[config.mk]
export PLATFORM = sky130hd
export DESIGN_NAME = dcache_top
export DESIGN_NICKNAME = d
export VERILOG_FILES = /design/src/verilog/dcache_pkg.sv /design/src/verilog/dcache_req_buf.sv /design/src/verilog/dcache_lru.sv /design/src/verilog/dcache_way.sv /design/src/verilog/dcache_fsm.sv /design/src/verilog/dcache_top.sv
export VERILOG_INCLUDE_DIRS = /design/src /design/src/verilog
export SDC_FILE = /design/constraint.sdc
export NUM_CORES = 2
export LEC_CHECK = 0
export BUFFER_PORTS_ARGS = -buffer_cell sky130_fd_sc_hd__buf_2
export CAP_MARGIN = 20
export CORE_MARGIN = 2
export CORE_UTILIZATION = 67
export DETAILED_ROUTE_END_ITERATION = 10
export GPL_TIMING_DRIVEN = 1
export MAX_ROUTING_LAYER = met4
export PLACE_DENSITY_LB_ADDON = 0.15
export SLEW_MARGIN = 5
export SYNTH_ARGS = -nofsm -noshare
export SYNTH_HDL_FRONTEND = slang
export SYNTH_SLANG_ARGS = --single-unit
[constraint.sdc]
create_clock -name clk -period 11.1 [get_ports clk]
set_input_delay 1.665 -clock clk [delete_from_list [all_inputs] [get_ports clk]]
set_output_delay 1.665 -clock clk [all_outputs]
set_load 0.05 [all_outputs]
[src/verilog/dcache_config.svh]
`ifndef DCACHE_CONFIG_SVH
`define DCACHE_CONFIG_SVH

// set index bits, 16 sets
`define DCACHE_INDEX_W 4

// byte offset inside the single word of a line
`define DCACHE_OFFSET_W 2

// associativity
`define DCACHE_WAYS 2

// tag is whatever is left of the 32-bit address
`define DCACHE_TAG_W (32 - `DCACHE_INDEX_W - `DCACHE_OFFSET_W)

`endif

[src/verilog/dcache_pkg.sv]
`include "dcache_config.svh"

package dcache_pkg;

    // normal access view, tag / set / byte
    typedef struct packed {
        logic [`DCACHE_TAG_W-1:0]    tag;
        logic [`DCACHE_INDEX_W-1:0]  index;
        logic [`DCACHE_OFFSET_W-1:0] offset;
    } dcache_cache_addr_t;

    // index-type cache op view
    // way select sits in bit 0, set index in the usual place
    typedef struct packed {
        logic [`DCACHE_TAG_W-1:0]    unused_tag;
        logic [`DCACHE_INDEX_W-1:0]  index;
        logic [`DCACHE_OFFSET_W-2:0] unused_offset;
        logic                        way;
    } dcache_op_addr_t;

    // one request word, read either way depending on req_op
    typedef union packed {
        dcache_cache_addr_t cache;
        dcache_op_addr_t    op;
    } dcache_addr_u;

    // cache ops from the pipeline
    typedef enum logic [1:0] {
        op_index_init  = 2'd0,
        op_index_inval = 2'd1,
        op_hit_inval   = 2'd2
    } cacheop_e;

endpackage

[src/verilog/dcache_req_buf.sv]
`timescale 1ns/100ps
`include "dcache_config.svh"

module dcache_req_buf import dcache_pkg::*; (
    input  logic         clk,
    input  logic         rstn,
    input  logic         load,
    input  logic         req_op,
    input  logic         req_write,
    input  logic         req_uncached,
    input  cacheop_e     req_cacheop,
    input  dcache_addr_u req_addr,
    input  logic [31:0]  req_wdata,
    input  logic [3:0]   req_wstrb,
    output logic         buf_op,
    output logic         buf_write,
    output logic         buf_uncached,
    output cacheop_e     buf_cacheop,
    output dcache_addr_u buf_addr,
    output logic [31:0]  buf_wdata,
    output logic [3:0]   buf_wstrb
);

    //////////////////////////////////////////////////////////////////////
    // request capture
    //////////////////////////////////////////////////////////////////////

    // load follows req_ready, so a held request is taken exactly once
    // contents stay put through lookup and the memory wait states
    always_ff @(posedge clk) begin
        if (!rstn) begin
            buf_op       <= 1'b0;
            buf_write    <= 1'b0;
            buf_uncached <= 1'b0;
            buf_cacheop  <= op_index_init;
            buf_addr     <= '0;
            buf_wdata    <= '0;
            buf_wstrb    <= '0;
        end else if (load) begin
            buf_op       <= req_op;
            buf_write    <= req_write;
            buf_uncached <= req_uncached;
            buf_cacheop  <= req_cacheop;
            buf_addr     <= req_addr;
            buf_wdata    <= req_wdata;
            buf_wstrb    <= req_wstrb;
        end
    end

endmodule

[src/verilog/dcache_lru.sv]
`timescale 1ns/100ps
`include "dcache_config.svh"

module dcache_lru (
    input  logic                       clk,
    input  logic                       rstn,
    input  logic [`DCACHE_INDEX_W-1:0] index,
    input  logic                       use0,
    input  logic                       use1,
    output logic                       victim
);

    localparam int sets = 1 << `DCACHE_INDEX_W;

    // one bit per set, names the way to throw out next
    logic [sets-1:0] lru_bits;

    assign victim = lru_bits[index];

    // touching a way points the set at the other one
    always_ff @(posedge clk) begin
        if (!rstn) begin
            lru_bits <= '0;
        end else if (use0) begin
            lru_bits[index] <= 1'b1;
        end else if (use1) begin
            lru_bits[index] <= 1'b0;
        end
    end

    // fsm only ever touches one way per cycle
    a_use_onehot: assert property (@(posedge clk) disable iff (!rstn)
        !(use0 && use1));

endmodule

[src/verilog/dcache_way.sv]
`timescale 1ns/100ps
`include "dcache_config.svh"

module dcache_way import dcache_pkg::*; (
    input  logic         clk,
    input  logic         rstn,
    input  dcache_addr_u addr,
    input  logic [31:0]  wdata,
    input  logic [31:0]  fill_data,
    input  logic [3:0]   wstrb,
    input  logic         data_we,
    input  logic         fill,
    input  logic         inval,
    input  logic         init,
    output logic         hit,
    output logic [31:0]  rdata
);

    localparam int sets = 1 << `DCACHE_INDEX_W;

    logic [`DCACHE_TAG_W-1:0]    tag_mem [sets];
    logic [31:0]                 data_mem [sets];
    logic [sets-1:0]             valid_bits;
    logic [`DCACHE_INDEX_W-1:0]  idx;

    // index ops use the same set bits, so one view is enough here
    assign idx   = addr.cache.index;
    assign rdata = data_mem[idx];
    assign hit   = valid_bits[idx] && (tag_mem[idx] == addr.cache.tag);

    //////////////////////////////////////////////////////////////////////
    // tag and valid
    //////////////////////////////////////////////////////////////////////

    always_ff @(posedge clk) begin
        if (!rstn) begin
            valid_bits <= '0;
        end else if (init || inval) begin
            valid_bits[idx] <= 1'b0;
        end else if (data_we && fill) begin
            valid_bits[idx] <= 1'b1;
        end
    end

    // init also zeroes the tag, plain invalidate leaves it
    always_ff @(posedge clk) begin
        if (init) begin
            tag_mem[idx] <= '0;
        end else if (data_we && fill) begin
            tag_mem[idx] <= addr.cache.tag;
        end
    end

    //////////////////////////////////////////////////////////////////////
    // data
    //////////////////////////////////////////////////////////////////////

    // refill writes the whole word, store hit merges under the strobes
    always_ff @(posedge clk) begin
        if (data_we) begin
            if (fill) begin
                data_mem[idx] <= fill_data;
            end else begin
                for (int b = 0; b < 4; b++) begin
                    if (wstrb[b]) begin
                        data_mem[idx][8*b +: 8] <= wdata[8*b +: 8];
                    end
                end
            end
        end
    end

    a_we_vs_inval: assert property (@(posedge clk) disable iff (!rstn)
        !(data_we && inval));

endmodule

[src/verilog/dcache_fsm.sv]
`timescale 1ns/100ps
`include "dcache_config.svh"

module dcache_fsm import dcache_pkg::*; (
    input  logic                    clk,
    input  logic                    rstn,
    // pipeline
    input  logic                    req_valid,
    input  logic                    req_op,
    output logic                    req_ready,
    output logic                    resp_valid,
    output logic                    op_ack,
    // request buffer
    output logic                    buf_load,
    input  logic                    buf_write,
    input  logic                    buf_uncached,
    input  cacheop_e                buf_cacheop,
    input  dcache_addr_u            buf_addr,
    // ways and lru
    input  logic [`DCACHE_WAYS-1:0] hit,
    input  logic                    victim,
    output logic [`DCACHE_WAYS-1:0] data_we,
    output logic [`DCACHE_WAYS-1:0] fill,
    output logic [`DCACHE_WAYS-1:0] inval,
    output logic [`DCACHE_WAYS-1:0] init,
    output logic                    use0,
    output logic                    use1,
    // memory
    input  logic                    mem_addr_ok,
    input  logic                    mem_data_ok,
    output logic                    mem_req,
    output logic                    mem_wr,
    // read data mux
    output logic                    way_sel,
    output logic                    return_sel
);

    localparam logic [2:0] st_idle        = 3'd0;
    localparam logic [2:0] st_lookup      = 3'd1;
    localparam logic [2:0] st_operation   = 3'd2;
    localparam logic [2:0] st_hit_w       = 3'd3;
    localparam logic [2:0] st_miss_w      = 3'd4;
    localparam logic [2:0] st_miss_r_wait  = 3'd5;
    localparam logic [2:0] st_miss_r_wait1 = 3'd6;

    logic [2:0] state;
    logic [2:0] next_state;
    logic [2:0] accept_state;
    logic       miss;
    logic       rd_done;

    // uncached always counts as a miss, it has to reach memory
    assign miss = ~|hit | buf_uncached;

    // where to go when a new request may be taken
    assign accept_state = req_valid ? (req_op ? st_operation : st_lookup) : st_idle;

    // read data arrives, either straight in lookup or in the wait state
    assign rd_done = mem_data_ok &&
                     ((state == st_miss_r_wait) ||
                      (state == st_lookup && !buf_write && miss));

    always_ff @(posedge clk) begin
        if (!rstn) begin
            state <= st_idle;
        end else begin
            state <= next_state;
        end
    end

    //////////////////////////////////////////////////////////////////////
    // next state
    //////////////////////////////////////////////////////////////////////

    always_comb begin
        next_state = st_idle;
        case (state)
            st_idle, st_operation, st_miss_r_wait1: begin
                next_state = accept_state;
            end
            st_lookup: begin
                if (buf_write) begin
                    // write through, done as soon as memory takes it
                    if (mem_addr_ok) begin
                        next_state = accept_state;
                    end else begin
                        next_state = miss ? st_miss_w : st_hit_w;
                    end
                end else if (miss) begin
                    next_state = mem_data_ok ? st_miss_r_wait1 : st_miss_r_wait;
                end else begin
                    next_state = accept_state;
                end
            end
            st_hit_w, st_miss_w: begin
                next_state = mem_addr_ok ? accept_state : state;
            end
            st_miss_r_wait: begin
                next_state = mem_data_ok ? st_miss_r_wait1 : st_miss_r_wait;
            end
            default: next_state = st_idle;
        endcase
    end

    //////////////////////////////////////////////////////////////////////
    // outputs
    //////////////////////////////////////////////////////////////////////

    always_comb begin
        req_ready  = 1'b0;
        resp_valid = 1'b0;
        op_ack     = 1'b0;
        mem_req    = 1'b0;
        mem_wr     = 1'b0;
        data_we    = '0;
        fill       = '0;
        inval      = '0;
        init       = '0;
        use0       = 1'b0;
        use1       = 1'b0;
        way_sel    = 1'b0;
        return_sel = 1'b0;
        case (state)
            st_idle: begin
                req_ready = 1'b1;
            end
            st_lookup: begin
                // strongly ordered access drops any copy it finds
                if (buf_uncached) begin
                    inval = hit;
                end
                mem_req = buf_write | miss;
                mem_wr  = buf_write;
                if (!miss) begin
                    use0    = hit[0];
                    use1    = hit[1];
                    way_sel = hit[1];
                    // store hit, keep the line in step with memory
                    if (buf_write) begin
                        data_we = hit;
                    end
                end
                if (buf_write) begin
                    req_ready = mem_addr_ok;
                end else if (!miss) begin
                    req_ready  = 1'b1;
                    resp_valid = 1'b1;
                end
            end
            st_operation: begin
                req_ready = 1'b1;
                op_ack    = 1'b1;
                case (buf_cacheop)
                    op_index_init:  init[buf_addr.op.way]  = 1'b1;
                    op_index_inval: inval[buf_addr.op.way] = 1'b1;
                    op_hit_inval:   inval = hit;
                    default: ;
                endcase
            end
            st_hit_w, st_miss_w: begin
                mem_req   = 1'b1;
                mem_wr    = 1'b1;
                req_ready = mem_addr_ok;
            end
            st_miss_r_wait: begin
                mem_req = 1'b1;
            end
            st_miss_r_wait1: begin
                req_ready = 1'b1;
            end
            default: ;
        endcase

        // return memory word, refill victim only for cached reads
        if (rd_done) begin
            resp_valid = 1'b1;
            return_sel = 1'b1;
            if (!buf_uncached) begin
                data_we[victim] = 1'b1;
                fill[victim]    = 1'b1;
                use0            = ~victim;
                use1            = victim;
            end
        end

        // buffer takes the request in the same cycle it is accepted
        buf_load = req_ready;
    end

    // a tag never lives in both ways of a set
    a_hit_onehot: assert property (@(posedge clk) disable iff (!rstn)
        $onehot0(hit));

endmodule

[src/verilog/dcache_top.sv]
`timescale 1ns/100ps
`include "dcache_config.svh"

module dcache_top import dcache_pkg::*; (
    input  logic         clk,
    input  logic         rstn,
    // pipeline side
    input  logic         req_valid,
    input  logic         req_op,
    input  logic         req_write,
    input  logic         req_uncached,
    input  cacheop_e     req_cacheop,
    input  dcache_addr_u req_addr,
    input  logic [31:0]  req_wdata,
    input  logic [3:0]   req_wstrb,
    output logic         req_ready,
    output logic         resp_valid,
    output logic [31:0]  resp_rdata,
    output logic         op_ack,
    // memory side
    output logic         mem_req,
    output logic         mem_wr,
    output logic [31:0]  mem_addr,
    output logic [31:0]  mem_wdata,
    output logic [3:0]   mem_wstrb,
    input  logic         mem_addr_ok,
    input  logic         mem_data_ok,
    input  logic [31:0]  mem_rdata
);

    logic                    buf_load;
    logic                    buf_op;
    logic                    buf_write;
    logic                    buf_uncached;
    cacheop_e                buf_cacheop;
    dcache_addr_u            buf_addr;
    logic [31:0]             buf_wdata;
    logic [3:0]              buf_wstrb;
    logic [`DCACHE_WAYS-1:0] hit;
    logic [`DCACHE_WAYS-1:0] data_we;
    logic [`DCACHE_WAYS-1:0] fill;
    logic [`DCACHE_WAYS-1:0] inval;
    logic [`DCACHE_WAYS-1:0] init;
    logic [31:0]             way_rdata [`DCACHE_WAYS];
    logic                    use0;
    logic                    use1;
    logic                    victim;
    logic                    way_sel;
    logic                    return_sel;

    // memory always sees the buffered request
    assign mem_addr  = buf_addr;
    assign mem_wdata = buf_wdata;
    assign mem_wstrb = buf_wstrb;

    // refill data bypasses the arrays, hit data comes from the hitting way
    assign resp_rdata = return_sel ? mem_rdata : way_rdata[way_sel];

    dcache_req_buf dcache_req_buf_i (
        .clk, .rstn, .load(buf_load),
        .req_op, .req_write, .req_uncached, .req_cacheop,
        .req_addr, .req_wdata, .req_wstrb,
        .buf_op, .buf_write, .buf_uncached, .buf_cacheop,
        .buf_addr, .buf_wdata, .buf_wstrb
    );

    for (genvar w = 0; w < `DCACHE_WAYS; w++) begin : g_way
        dcache_way dcache_way_i (
            .clk, .rstn, .addr(buf_addr),
            .wdata(buf_wdata), .fill_data(mem_rdata), .wstrb(buf_wstrb),
            .data_we(data_we[w]), .fill(fill[w]),
            .inval(inval[w]), .init(init[w]),
            .hit(hit[w]), .rdata(way_rdata[w])
        );
    end

    dcache_lru dcache_lru_i (
        .clk, .rstn, .index(buf_addr.cache.index),
        .use0, .use1, .victim
    );

    dcache_fsm dcache_fsm_i (
        .clk, .rstn,
        .req_valid, .req_op, .req_ready, .resp_valid, .op_ack,
        .buf_load, .buf_write, .buf_uncached, .buf_cacheop, .buf_addr,
        .hit, .victim, .data_we, .fill, .inval, .init, .use0, .use1,
        .mem_addr_ok, .mem_data_ok, .mem_req, .mem_wr,
        .way_sel, .return_sel
    );

    // op_ack only ever answers a buffered cache op
    a_ack_is_op: assert property (@(posedge clk) disable iff (!rstn)
        op_ack |-> buf_op);

    // loads only, stores never produce a response
    a_resp_is_read: assert property (@(posedge clk) disable iff (!rstn)
        resp_valid |-> !buf_write && !buf_op);

endmodule

After elaboration in Yosys (flattened, before gate mapping) --
Memories as Yosys holds them, arrays and structs flattened. A register that Yosys moved wholly into a read port is not among the register bits. Cells that the tools add are included. W data, S select, Z words.
Operators by class: order comparisons 7, equal/unequal tests 11, mux-type cells 123, bitwise operators 22, reduce and logical (&&, ||, !) cells 24
Operators by type and width (number):
- $mux W32 | 4
- $mux W16 | 6
- $mux W1 | 65
- $mux W8 | 8
- $eq A26 B26 Y1 | 2
- $mux W26 | 2
- $and A16 B16 Y16 | 3
- $or A16 B16 Y16 | 3
- $mux W4 | 8
- $mux W2 | 12
- $mux W3 | 6
- $not A16 Y16 | 1
- $bmux W1 S4 | 3
- $or A1 B1 Y1 | 12
- $pmux W3 S4 | 1
- $logic_and A1 B1 Y1 | 10
- $eq A3 B3 Y1 const B | 3
- $pmux W2 S2 | 2
- $eq A3 B2 Y1 const B | 2
- $reduce_bool A2 Y1 | 3
- $reduce_or A3 Y1 | 2
- $lt A4 B5 Y1 const B | 1
- $demux W1 S4 | 1
- $ge A4 B1 Y1 const B | 1
- 18 further kinds | 26
Word-level totals: register bits 123, bits in writable memories 1856, bits of input ports 110, logic and storage cells 201, memories kept 4
Memory list:
- g_way[0].dcache_way_i.data_mem | words 16, bits a word 32, read ports 1, clocked after memory_dff 1, wr ports 1, line dcache_way.sv:22 | logic [31:0] data_mem [sets];
- g_way[1].dcache_way_i.data_mem | words 16, bits a word 32, read ports 1, clocked after memory_dff 1, wr ports 1, line dcache_way.sv:22
- g_way[0].dcache_way_i.tag_mem | words 16, bits a word 26, read ports 1, clocked after memory_dff 1, wr ports 1, line dcache_way.sv:21 | logic [`DCACHE_TAG_W-1:0] tag_mem [sets];
- g_way[1].dcache_way_i.tag_mem | words 16, bits a word 26, read ports 1, clocked after memory_dff 1, wr ports 1, line dcache_way.sv:21

Longest topological paths before layout --
depth after elaboration 16, depth in mapped cells 19

By module --
Synthesis repeated with hierarchy kept, for this count alone.
Second synthesis, totals: cell total of the unflattened synthesis 3979, area, all modules 79698.9 µm²
By module, submodules not included:
- dcache_way at g_way[1].dcache_way_i | times used 1, cells each 1729, area each 37368.3 µm², seq. area each 28187.0 µm²
- dcache_way at g_way[0].dcache_way_i | times used 1, cells each 1731, area each 37300.8 µm², seq. area each 28187.0 µm²
- dcache_req_buf | times used 1, cells each 235, area each 2840.2 µm², seq. area each 1461.4 µm²
- dcache_lru | times used 1, cells each 94, area each 869.6 µm², seq. area each 320.3 µm²
- dcache_top | times used 1, cells each 107, area each 714.4 µm², seq. area each 0.0 µm²
- dcache_fsm | times used 1, cells each 83, area each 605.6 µm², seq. area each 60.1 µm²

Least setup slack after synthesis --
OpenSTA, ideal clock, no wires.
path type register -> output, start point reg (tool-made name), end point out resp_rdata[30], arrival 4.155 ns, slack 5.280 ns, stages on the path, launching flop included 16, path buffers 5, path through dfxtp_1 -> buf_2 -> buf_2 -> buf_2 -> buf_1 -> mux4_2 -> mux2i_1 -> mux2i_1 -> xnor2_1 -> nand2_1 -> or4_4 -> or4_4 -> nand3_1 -> o21ai_2 -> buf_2 -> mux2i_1
RTL lines:
- to (decl) | line dcache_top.sv:18 | output logic [31:0] resp_rdata,

==> metrics.cfg <==
[place]
port_buffers = 214
dp_cells = 5749
dpl_worst_slack_ps = 3400
place_congestion = 0.907
hpwl_mm = 116
place_area_sq_um = 83300

[yosys]
async_reset_ff_share_pct = 0
ys_seq_area_share_pct = 72.5
syn_nets = 4218
yosysWarningCount = 0
ys_seq_elements = 1983
avgSynthCellArea_sq_um = 19.6
yosysTopAreaCellShare_pct = 69.4
yosysTopAreaCell = edfxtp_1
synthTopCellsByArea = edfxtp_1 69%, mux4_2 14%, dfxtp_1 3.2%
syn_area_sq_um = 80400
synth_flop_cell = edfxtp_1
syn_inst = 4105
synth_cell_types = 81
post-synth-top-count-cell = edfxtp_1
synth_common_cells = 1856 x edfxtp_1, 486 x mux4_2, 252 x mux2i_1
synth_edf_count = 1856

[global_routing]
grt_pass1_wl_mm = 289
grt_use_total_pct = 34.1
grt_pass1_vias = 42200
grt_max_degree = 154
antenna_found_initial = 8
overflow = 0

[pwr]
peakVddDrop_v = 0.000166
power.density_nw_per_um2 = 175
seqPwrFrac_pct = 52.4
power.leakage_nw = 30.6
p_sw_mw = 3.50
intPower_mw = 12.2
power.share.clock_pct = 40.7
swShare_pct = 22.3
fin_total_pwr_mw = 15.7
share_comb_of_total_power_pct = 6.9

[status]
status = complete, no violations

[floorplan]
dieHeight_um = 350
die-area_sq_um = 123000
start_util_pct = 67.2
ios = 215
dieWidth_um = 350
core_area_sq_um = 119000
rows = 127

[final_layout]
fillers = 6622
multiInputGateArea_sq_um = 20900
final_nets = 4458
finish.utilization_pct = 74.9
postLayoutCellArea_sq_um = 89500
layout-drive-gt1-share_pct = 29.9
area_growth_pct = 11.4
regArea_sq_um = 58300
final-instance-count-excl-fill = 6115

[worst_hold_path]
hold_path.class = flip-flop to flip-flop

[timing]
slew_headroom_pct = 21.2
tightest_slew_ps = 1180
finalHoldViolCount = 0
drv_slew = 0
clock_skew_ps = 39.1
hold_slack_ps = 459
finalSetupViolations = 0
setup_tns_ps = 0
fin_crit_ps = 8510
period_share_pct = 76.7
rsz0062_at_grt = no
fin_ws_ps = 2590
fmax_ghz = 0.117

[critical_path]
crit_path_end_kind = output port
criticalPathCategory = flip-flop to output port
path_buf_inv = 2
start_kind = flip-flop
crit_arrival_ps = 6850
slowest_delay_ps = 850
crit_chain = buf_12, and2_1, a22oi_1, and3_1, a211oi_1, nand4_1, nor4_2, nand3b_1, and4_4, nor2_8, buf_2
cp_top_family = simple AND/OR/NAND/NOR gates
slowest_stage = nor4_2
crit_fanout = 153
cp_data_required_time_ps = 9440

[detailed_routing]
viasPerCell = 6.94
wl_met3_mm = 21.3
drtAntennaViolNets = 0
wl_met2_mm = 96.3
wl_per_cell_um = 32.6
met1_length_mm = 74.2
first_iter_violations = 5922
top_layer_used = met4
drc = 0
drt-total-wl_mm = 199
dr.pass1.iters = 8
dr_total_vias = 42500

[cts]
cts_made_buffers = 189
ctsHoldBuffers = 0
worstSkewPairLatency_ps = 830
clock-sinks = 1983
cts_setup_buffers = 0
clock-root-buffer = clkbuf_16
cts.path.max_buffers = 3
htree_levels = 4
cts_tree = built
cts_resized = 0
cts.clk_slew.worst_paths_ps = 60

[job]
drv_cap = 0

==> final timing paths <==
check                                                                from                                        end  slack [ps]  depth (start not counted)
worst max register to register                                  flip-flop                                  flip-flop        3830                         12
worst min register to register  dcache_req_buf_i.buf_addr[1]$_SDFFE_PN0P_  dcache_req_buf_i.buf_addr[1]$_SDFFE_PN0P_         460                          2
worst min-delay path            dcache_req_buf_i.buf_addr[1]$_SDFFE_PN0P_  dcache_req_buf_i.buf_addr[1]$_SDFFE_PN0P_         460                          2
worst max-delay path                                            flip-flop                                  req_ready        2590                         11
==> cell usage in the layout (no fill, tap or decap), drive strengths merged, types with 8 or more instances in the layout <==
cell and instances:
a2111oi 22, a211oi 9, a21oi 33, a221oi 8
a22o 11, a22oi 37, and4 11, buf 319
bufinv 16, clkbuf 245, clkinv 75, clkinvlp 12
dfxtp 127, edfxtp 1856, inv 43, mux2 139
mux2i 252, mux4 487, nand2 197, nand2b 9
nand3 30, nand4 19, nor2 213, nor2b 13
nor3 37, nor4 59, o211ai 19, o21ai 18
o221a 32, o32ai 16, xnor2 43
==> worst reg2reg max path: stages, from the launching register on <==
cell and delay (ps):
dfxtp_4 740, buf_12 690, and2_1 800, a22oi_1 320, and3_1 270, a211oi_1 230, nand4_1 160, nor4_2 850
nand3b_1 370, and4_4 340, nor2_8 810, buf_4 770, mux2i_1 750
==> kinds of logic after synthesis <==
kind of cell / after synthesis / synth area share (%)
fa+ha+maj: 3 / 0.0467
xor+xnor: 43 / 0.469
simple gates: 620 / 3.59
mux: 878 / 18.7
buf+inv: 318 / 2.04
compound gates: 260 / 2.59
flops: 1983 / 72.5
==> flip-flops by register name, summed over array words and instances (netlist names), named ones only <==
| signal | count |
|---|---|
| g_way.dcache_way_i.data_mem | 1024 |
| g_way.dcache_way_i.tag_mem | 832 |
| dcache_req_buf_i.buf_addr | 32 |
| dcache_req_buf_i.buf_wdata | 32 |
| dcache_req_buf_i.buf_wstrb | 4 |
| dcache_fsm_i.state | 3 |
| dcache_req_buf_i.buf_cacheop | 2 |
| dcache_req_buf_i.buf_uncached | 1 |
| dcache_req_buf_i.buf_write | 1 |
==> power groups by stage <==
| stage | logic, mW | registers [mW] | clock network (mW) |
|---|---|---|---|
| after floorplan | 0.727 | 8.38 | 0 |
| after global placement | 1.06 | 8.36 | 0 |
| after detailed placement | 1.07 | 8.36 | 0 |
| after CTS | 1.08 | 8.20 | 6.40 |
| after global routing | 1.14 | 8.20 | 6.67 |
| final | 1.08 | 8.21 | 6.36 |
==> layer usage <==
layer,up-vias,track usage (%)
li1,17400,-
met1,22000,46.6
met2,2664,51.9
met3,411,7.30
met4,0,12.5
met5,-,-
==> layout make-up <==
| class | count | share of cell area (%) |
|---|---|---|
| multi-input cells | 1804 | 23.4 |
| clock inverters | 108 | 1.09 |
| diodes | 6 | 0.0168 |
| clock buffers | 235 | 5.69 |
| flip-flops and latches | 1983 | 65.1 |
| inverters | 38 | 0.165 |
| well taps | 1612 | 2.25 |
| repair buffers | 329 | 2.28 |
(Power assumes the default switching activity.)
